--- config.mk ---
export PLATFORM = sky130hd
export DESIGN_NAME = cmos_rx_top
export DESIGN_NICKNAME = d
export VERILOG_FILES = /design/src/rtl/rx_pkg.sv /design/src/rtl/rx_ddr_capture.sv /design/src/rtl/frame_align_fsm.sv /design/src/rtl/lock_run_counter.sv /design/src/rtl/rx_beat_output.sv /design/src/rtl/cmos_rx_top.sv
export SDC_FILE = /design/constraint.sdc
export NUM_CORES = 1
export LEC_CHECK = 0
export BUFFER_PORTS_ARGS = -buffer_cell sky130_fd_sc_hd__buf_2
export CORE_UTILIZATION = 61
export DETAILED_ROUTE_END_ITERATION = 10
export PLACE_DENSITY_LB_ADDON = 0.25
export SYNTH_ARGS = -nofsm -noshare
export SYNTH_HDL_FRONTEND = slang
export SYNTH_HIERARCHICAL = 1
export SYNTH_SLANG_ARGS = --single-unit
--- constraint.sdc ---
create_clock -name data_clk -period 3.3 [get_ports data_clk]
set_clock_uncertainty 0.2 [all_clocks]
set_input_delay 0.495 -clock data_clk [delete_from_list [all_inputs] [get_ports data_clk]]
set_output_delay 0.495 -clock data_clk [all_outputs]
set_load 0.01 [all_outputs]
--- src/rtl/rx_pkg.sv ---
package rx_pkg;

  // width of one I or Q word on the CMOS bus
  localparam int sample_w = 12;

  // consecutive well-formed frame cycles required before lock is declared
  localparam int lock_run = 16;

  // run counter width, wide enough to reach lock_run - 1
  localparam int run_cnt_w = 5;

  // width of the sequence tag attached to each released beat
  localparam int seq_w = 8;

  // one complex sample as it leaves the DDR capture
  typedef struct packed {
    logic [sample_w-1:0] i;
    logic [sample_w-1:0] q;
  } iq_sample_t;

  // one output beat, both receive channels
  typedef struct packed {
    iq_sample_t ch0;
    iq_sample_t ch1;
  } rx_beat_t;

  // beat with its sequence number, as presented at the top level
  typedef struct packed {
    logic [seq_w-1:0] seq;
    rx_beat_t         beat;
  } tagged_beat_t;

  // frame pin seen in the two halves of one data_clk cycle
  typedef struct packed {
    logic first;
    logic second;
  } frame_bits_t;

  // alignment states of the frame FSM
  typedef enum logic [1:0] {
    search = 2'd0,
    locked = 2'd1
  } align_state_t;

endpackage

--- src/rtl/rx_ddr_capture.sv ---
module rx_ddr_capture (
  input  logic                        data_clk,
  input  logic                        arst_n,
  input  logic                        mimo,
  input  logic                        rx_frame,
  input  logic [rx_pkg::sample_w-1:0] rx_d,
  output rx_pkg::frame_bits_t         frame_status,
  output logic                        beat_strobe,
  output rx_pkg::rx_beat_t            beat
);

  import rx_pkg::*;

  logic [sample_w-1:0] rise_d;
  logic [sample_w-1:0] fall_d;
  logic                rise_frame;
  logic                fall_frame;
  iq_sample_t          pair;
  iq_sample_t          held;

  // the rising edge carries I and the first frame half
  always_ff @(posedge data_clk) begin
    rise_d <= rx_d;
  end

  always_ff @(posedge data_clk or negedge arst_n) begin
    if (!arst_n) begin
      rise_frame <= 1'b0;
    end else begin
      rise_frame <= rx_frame;
    end
  end

  // the falling edge carries Q and the second frame half
  always_ff @(negedge data_clk) begin
    fall_d <= rx_d;
  end

  always_ff @(negedge data_clk or negedge arst_n) begin
    if (!arst_n) begin
      fall_frame <= 1'b0;
    end else begin
      fall_frame <= rx_frame;
    end
  end

  // bring both halves onto the rising edge so one cycle holds one I/Q pair
  always_ff @(posedge data_clk) begin
    pair.i <= rise_d;
    pair.q <= fall_d;
  end

  always_ff @(posedge data_clk or negedge arst_n) begin
    if (!arst_n) begin
      frame_status <= '0;
    end else begin
      frame_status.first  <= rise_frame;
      frame_status.second <= fall_frame;
    end
  end

  // in 2R mode a beat closes on the frame-low half of the pair,
  // in 1R mode every aligned pair is a beat
  always_ff @(posedge data_clk or negedge arst_n) begin
    if (!arst_n) begin
      beat_strobe <= 1'b0;
    end else begin
      beat_strobe <= !mimo || !frame_status.first;
    end
  end

  always_ff @(posedge data_clk) begin
    if (mimo) begin
      if (frame_status.first) begin
        // channel 0 waits here for its channel 1 partner
        held <= pair;
      end else begin
        beat.ch0 <= held;
        beat.ch1 <= pair;
      end
    end else begin
      beat.ch0 <= pair;
      beat.ch1 <= pair;
    end
  end

endmodule

--- src/rtl/frame_align_fsm.sv ---
module frame_align_fsm (
  input  logic                data_clk,
  input  logic                arst_n,
  input  logic                mimo,
  input  rx_pkg::frame_bits_t frame_status,
  input  logic                run_done,
  output logic                run_clear,
  output logic                run_count_en,
  output logic                locked
);

  import rx_pkg::*;

  align_state_t state;
  align_state_t state_next;
  logic         prev_first;
  logic         mimo_q;
  logic         mode_change;
  logic         frame_good;

  // frame level and mode from the previous cycle
  always_ff @(posedge data_clk or negedge arst_n) begin
    if (!arst_n) begin
      prev_first <= 1'b0;
      mimo_q     <= 1'b0;
    end else begin
      prev_first <= frame_status.first;
      mimo_q     <= mimo;
    end
  end

  assign mode_change = mimo != mimo_q;

  // both halves must agree; 1R holds frame high, 2R toggles every cycle
  always_comb begin
    frame_good = frame_status.first == frame_status.second;
    if (mimo) begin
      frame_good = frame_good && (frame_status.first != prev_first);
    end else begin
      frame_good = frame_good && frame_status.first;
    end
    if (mode_change) begin
      frame_good = 1'b0;
    end
  end

  always_comb begin
    state_next   = state;
    run_clear    = 1'b0;
    run_count_en = 1'b0;
    case (state)
      rx_pkg::search: begin
        run_count_en = frame_good;
        run_clear    = !frame_good;
        if (frame_good && run_done) begin
          state_next = rx_pkg::locked;
        end
      end
      rx_pkg::locked: begin
        // one bad cycle is enough to distrust the capture again
        if (!frame_good) begin
          state_next = rx_pkg::search;
          run_clear  = 1'b1;
        end
      end
      default: begin
        state_next = rx_pkg::search;
        run_clear  = 1'b1;
      end
    endcase
  end

  always_ff @(posedge data_clk or negedge arst_n) begin
    if (!arst_n) begin
      state <= rx_pkg::search;
    end else begin
      state <= state_next;
    end
  end

  // the enum member shares its name with the port, hence the scoped name
  assign locked = state == rx_pkg::locked;

endmodule

--- src/rtl/lock_run_counter.sv ---
module lock_run_counter (
  input  logic data_clk,
  input  logic arst_n,
  input  logic run_clear,
  input  logic run_count_en,
  output logic run_done
);

  import rx_pkg::*;

  logic [run_cnt_w-1:0] run_count;

  // terminal count is lock_run - 1, so the next good cycle completes the run
  assign run_done = run_count == run_cnt_w'(lock_run - 1);

  always_ff @(posedge data_clk or negedge arst_n) begin
    if (!arst_n) begin
      run_count <= '0;
    end else if (run_clear) begin
      run_count <= '0;
    end else if (run_count_en && !run_done) begin
      run_count <= run_count + 1'b1;
    end
  end

endmodule

--- src/rtl/rx_beat_output.sv ---
module rx_beat_output (
  input  logic                 data_clk,
  input  logic                 arst_n,
  input  logic                 locked,
  input  logic                 beat_strobe,
  input  rx_pkg::rx_beat_t     beat,
  output logic                 beat_valid,
  output rx_pkg::tagged_beat_t beat_out
);

  import rx_pkg::*;

  logic             locked_q;
  logic             lock_rise;
  logic             accept;
  logic [seq_w-1:0] seq_count;
  logic [seq_w-1:0] seq_now;

  always_ff @(posedge data_clk or negedge arst_n) begin
    if (!arst_n) begin
      locked_q <= 1'b0;
    end else begin
      locked_q <= locked;
    end
  end

  assign lock_rise = locked && !locked_q;
  assign accept    = beat_strobe && locked;

  // a beat arriving on the very first locked cycle still gets tag 0
  assign seq_now = lock_rise ? '0 : seq_count;

  always_ff @(posedge data_clk or negedge arst_n) begin
    if (!arst_n) begin
      seq_count  <= '0;
      beat_valid <= 1'b0;
    end else begin
      beat_valid <= accept;
      if (accept) begin
        seq_count <= seq_now + 1'b1;
      end else if (lock_rise) begin
        seq_count <= '0;
      end
    end
  end

  always_ff @(posedge data_clk) begin
    if (accept) begin
      beat_out.seq  <= seq_now;
      beat_out.beat <= beat;
    end
  end

endmodule

--- src/rtl/cmos_rx_top.sv ---
module cmos_rx_top (
  input  logic                        data_clk,
  input  logic                        arst_n,
  input  logic                        mimo,
  input  logic                        rx_frame,
  input  logic [rx_pkg::sample_w-1:0] rx_d,
  output logic                        locked,
  output logic                        beat_valid,
  output rx_pkg::tagged_beat_t        beat_out
);

  import rx_pkg::*;

  frame_bits_t frame_status;
  rx_beat_t    beat;
  logic        beat_strobe;
  logic        run_clear;
  logic        run_count_en;
  logic        run_done;

  rx_ddr_capture capture_i (
    .data_clk     (data_clk),
    .arst_n       (arst_n),
    .mimo         (mimo),
    .rx_frame     (rx_frame),
    .rx_d         (rx_d),
    .frame_status (frame_status),
    .beat_strobe  (beat_strobe),
    .beat         (beat)
  );

  frame_align_fsm align_i (
    .data_clk     (data_clk),
    .arst_n       (arst_n),
    .mimo         (mimo),
    .frame_status (frame_status),
    .run_done     (run_done),
    .run_clear    (run_clear),
    .run_count_en (run_count_en),
    .locked       (locked)
  );

  lock_run_counter run_cnt_i (
    .data_clk     (data_clk),
    .arst_n       (arst_n),
    .run_clear    (run_clear),
    .run_count_en (run_count_en),
    .run_done     (run_done)
  );

  rx_beat_output out_i (
    .data_clk    (data_clk),
    .arst_n      (arst_n),
    .locked      (locked),
    .beat_strobe (beat_strobe),
    .beat        (beat),
    .beat_valid  (beat_valid),
    .beat_out    (beat_out)
  );

endmodule

# After elaboration in Yosys (flattened, before gate mapping)
# Cells that the tools add are included.
[op_classes] n_eq_ne=8 add_sub_neg=2 reduce_logical=16 n_mux=14
[ops] op="48-bit two-way mux" count=2
[ops] op="8-bit two-way mux" count=2
[ops] op="5-bit two-way mux" count=2
[ops] op="8-bit by 1-bit adder with 8-bit output, second input constant" count=1
[ops] op="1-bit logical AND" count=6
[ops] op="5-bit by 1-bit adder with 5-bit output, second input constant" count=1
[ops] op="5-bit by 4-bit equality test with 1-bit output, second input constant" count=1
[ops] op="1-bit zero test" count=5
[ops] op="1-bit two-way mux" count=4
[ops] op="2-bit two-way mux" count=2
[ops] op="2-bit inequality test, second input constant" count=2
[ops] op="2-bit case mux with 2 select lines" count=1
[ops] op="2-bit AND reduction" count=2
[ops] op="2-bit by 1-bit equality test with 1-bit output, second input constant" count=1
[ops] op="2-bit zero test" count=1
[ops] op="1-bit inequality test" count=2
[ops] op="2-bit by 1-bit inequality test with 1-bit output, second input constant" count=1
[ops] op="1-bit case mux with 2 select lines" count=1
[ops] op="2-bit nonzero test" count=1
[ops] op="1-bit equality test" count=1
[ops] op="1-bit logical OR" count=1
[word_totals] ff_bits=200 wordCells=67

# Depth between registers and ports, before layout
[logic_depth] ltp_word=8 mapped_depth=6

# By module
# The synthesis kept the hierarchy.
[by_module_without_submodules] module="rx_ddr_capture" n_inst=1 area_each_um2=3646.0 cells_each=155
[by_module_without_submodules] module="rx_beat_output" n_inst=1 area_each_um2=2157.1 cells_each=99
[by_module_without_submodules] module="lock_run_counter" n_inst=1 area_each_um2=260.2 cells_each=23
[by_module_without_submodules] module="frame_align_fsm" n_inst=1 area_each_um2=130.1 cells_each=12

==> out/qor.json <==
{
  "synthesis.instances": {"value": 289},
  "total_leakage_power": {"value": 2.97, "unit": "nW"},
  "grt_util_all_layers": {"value": 18.2, "unit": "%"},
  "crit-reg2reg-capture": {"value": "capture_i/pair[6]$_DFF_P_"},
  "hold_end": {"value": "capture_i/pair[22]$_DFF_P_"},
  "yosysWarningCount": {"value": 6},
  "finalSetupViolations": {"value": 0},
  "max-clock-path-buffers": {"value": 2},
  "detail_route.wirelength": {"value": 8690, "unit": "um"},
  "start_util": {"value": 63.1, "unit": "%"},
  "yosysTopAreaCellShare": {"value": 62.1, "unit": "%"},
  "ctsResizeCount": {"value": 0},
  "postSynthRegisterBits": {"value": 199},
  "io_buffer_count": {"value": 73},
  "power.ir.vdd_worst": {"value": 0.417, "unit": "mV"},
  "critPathMaxStageDelay": {"value": 0.53, "unit": "ns"},
  "netlist_area_pre_place": {"value": 0.00619, "unit": "sq mm"},
  "number_of_buffers_created_by_cts": {"value": 17},
  "critPathArrivalTime": {"value": 1.15, "unit": "ns"},
  "ffs_w_async_s_r_synth": {"value": 11.6, "unit": "%"},
  "timing_hold_violations_final": {"value": 0},
  "design.portCount": {"value": 74},
  "worstPathBufferInverterCount": {"value": 2},
  "final_antenna_net_count": {"value": 0},
  "die_area": {"value": 0.0106, "unit": "sq mm"},
  "setup_ws": {"value": 0.618, "unit": "ns"},
  "synth.distinct_cells": {"value": 35},
  "critical_path_source_type": {"value": "input pin"},
  "placed_cells": {"value": 498},
  "layout-drive-gt1-share": {"value": 34.1, "unit": "%"},
  "global_route_wire_length_before_repair": {"value": 13300, "unit": "um"},
  "global_route.overflow_total": {"value": 0},
  "wire_per_inst": {"value": 15.7, "unit": "um"},
  "run_status": {"value": "finished clean"},
  "ctsHoldBuffers": {"value": 14},
  "grt_antenna_before_repair": {"value": 0},
  "synth-edff-count": {"value": 128},
  "cp.required": {"value": 1.76, "unit": "ns"},
  "synth.cells.most_frequent": {"value": "edfxtp_1 (128), dfxtp_1 (48), dfrtp_1 (22), mux2_4 (18), nor2_1 (10)"},
  "yosys.area.top_type": {"value": "edfxtp_1"},
  "yosys.cell_count.top_type": {"value": "edfxtp_1"},
  "rows": {"value": 36},
  "synth-main-ff-cell": {"value": "edfxtp_1"},
  "hold-path-cell-count": {"value": 0},
  "cts.sink_count": {"value": 199},
  "crit_path_cell_trace": {"value": "dlygate4sd3_1 -> buf_2"},
  "final_cells": {"value": 555},
  "die_w": {"value": 103, "unit": "um"},
  "number_of_vias_after_detailed_routing": {"value": 2770},
  "n_antenna_cell": {"value": 0},
  "nets": {"value": 428},
  "final.setup.tns": {"value": 0, "unit": "ns"},
  "worst-path-max-fanout": {"value": 2},
  "ys_top_cells_by_area": {"value": "edfxtp_1 (62%), dfxtp_1 (16%), dfrtp_1 (8.9%)"},
  "synth.avg_cell_area": {"value": 21.4, "unit": "sq um"},
  "holdCritStartpoint": {"value": "capture_i/rise_d[10]$_DFF_P_"},
  "cp_num_cells": {"value": 2},
  "area_delta_synth_final": {"value": 20.4, "unit": "%"},
  "timing.critical_path.max_delay_family": {"value": "buffers and inverters"},
  "setup.worst_path.class": {"value": "in2reg"},
  "tightestPinTransition": {"value": 0.714, "unit": "ns"},
  "rr_worst_depth": {"value": 0},
  "max_cap_violations": {"value": 0},
  "routed_via_density": {"value": 4.99},
  "post-layout-total-power": {"value": 0.00480, "unit": "W"},
  "ctsRootBufferMaster": {"value": "clkbuf_8"},
  "setup.reg_to_reg.worst_slack": {"value": 1.06, "unit": "ns"},
  "clk_latency": {"value": 0.54, "unit": "ns"},
  "critical_path.endpoint_type": {"value": "register"},
  "number_of_global_route_vias_before_repair": {"value": 2635},
  "dpl_worst_slack": {"value": 0.695, "unit": "ns"},
  "grt_setup_unrepaired": {"value": "false"},
  "relative_slew_margins": {"value": 52.3, "unit": "%"},
  "detailedRoute.firstIterationViolations": {"value": 92},
  "tritoncts_clock_tree": {"value": "built"},
  "finalMaxSlewViolations": {"value": 0},
  "drcViolationCount": {"value": 0},
  "core_region_area": {"value": 0.00982, "unit": "sq mm"},
  "worst_hold_path_type": {"value": "reg2reg"},
  "die_h": {"value": 103, "unit": "um"},
  "detailedPlacementHpwl": {"value": 5290, "unit": "um"},
  "clock_tree.htree_level_count": {"value": 4},
  "drt_pass1_iterations": {"value": 7},
  "pwr_density_cell": {"value": 643, "unit": "mW/mm^2"},
  "largest_net_degree_at_the_start_of_global_routing": {"value": 34},
  "seq_total_area_yosys": {"value": 86.9, "unit": "%"},
  "post_cts_setup_buffers": {"value": 0},
  "critical_path.slowest_cell": {"value": "dlygate4sd3_1"},
  "gpl.final_weighted_congestion": {"value": 0.776},
  "cts.clk_slew.worst_paths": {"value": 0.07, "unit": "ns"},
  "mappedNetlistNets": {"value": 308},
  "worstReg2RegStart": {"value": "capture_i/fall_d[6]$_DFF_N_"}
}
==> worst max path at each step <==
stage,start,end
global placement,rx_frame,capture_i/fall_frame$_DFF_NN0_
CTS,rx_frame,capture_i/fall_frame$_DFF_NN0_
detailed placement,rx_frame,capture_i/fall_frame$_DFF_NN0_
floorplan,rx_frame,capture_i/fall_frame$_DFF_NN0_
global route,rx_frame,capture_i/fall_frame$_DFF_NN0_
finish,rx_frame,capture_i/fall_frame$_DFF_NN0_
==> state kept, by name, indices dropped and copies added, names as in the netlist <==
name / count
capture_i/frame_status: 2
out_i/beat_valid: 1
capture_i/fall_d: 12
capture_i/beat_strobe: 1
capture_i/pair: 24
align_i/prev_first: 1
out_i/beat_out: 56
capture_i/fall_frame: 1
capture_i/rise_frame: 1
out_i/locked_q: 1
out_i/seq_count: 8
align_i/mimo_q: 1
capture_i/rise_d: 12
run_cnt_i/run_count: 5
capture_i/held: 24
capture_i/beat: 48
align_i/state: 1
==> where the power goes <==
group | switching (W) | internal (W) | total [W]
combinational | 0.0000468 | 0.0000505 | 0.0000973
sequential | 0.0000332 | 0.00275 | 0.00278
clock | 0.000953 | 0.000967 | 0.00192
==> metal layers <==
layer	track usage, %	share of wire, %	vias up
li1	-	-	1315
met1	22.0	42	1364
met2	30.5	53	79
met3	5.69	4.5	12
met4	8.23	1.4	0
met5	0	0	-
==> cell families after synthesis <==
family	synth area share [%]
buf+inv	0.990
compound gates	0.768
xor+xnor	0.849
simple gates	3.60
mux	6.32
flops	86.9
fa+ha+maj	0.606
==> layout make-up <==
class	instances	area (sq um)
Sequential cell	199	5380
Fill cell	600	2360
Multi-Input combinational cell	83	754
Timing Repair Buffer	93	563
Clock buffer	17	414
Clock inverter	27	170
Tap cell	133	166
Inverter	3	11.3
==> cells in the final DEF, fill, tap and decap left out, types with 4 or more instances in the layout <==
master and count:
dfxtp_1 48, dlygate4sd3_1 14, nor2_1 10, inv_1 14
mux2_4 18, nand2_1 5, clkbuf_16 16, edfxtp_1 128
buf_4 5, clkinv_4 4, and2_1 5, dfrtp_1 22
and2_2 4, mux2_2 8, buf_2 73
==> stage by stage <==
stage | hold WS (ns) | utilization, % | instance area (sq um)
CTS | 0.116 | 76.0 | 7460
global route | 0.135 | 76.0 | 7460
finish | 0.129 | 76.0 | 7460
detailed placement | 0.113 | 68.6 | 6740
global placement | 0.113 | 68.6 | 6740
floorplan | -0.000591 | - | 6190
No activity file was read; power rests on OpenSTA's default activity.
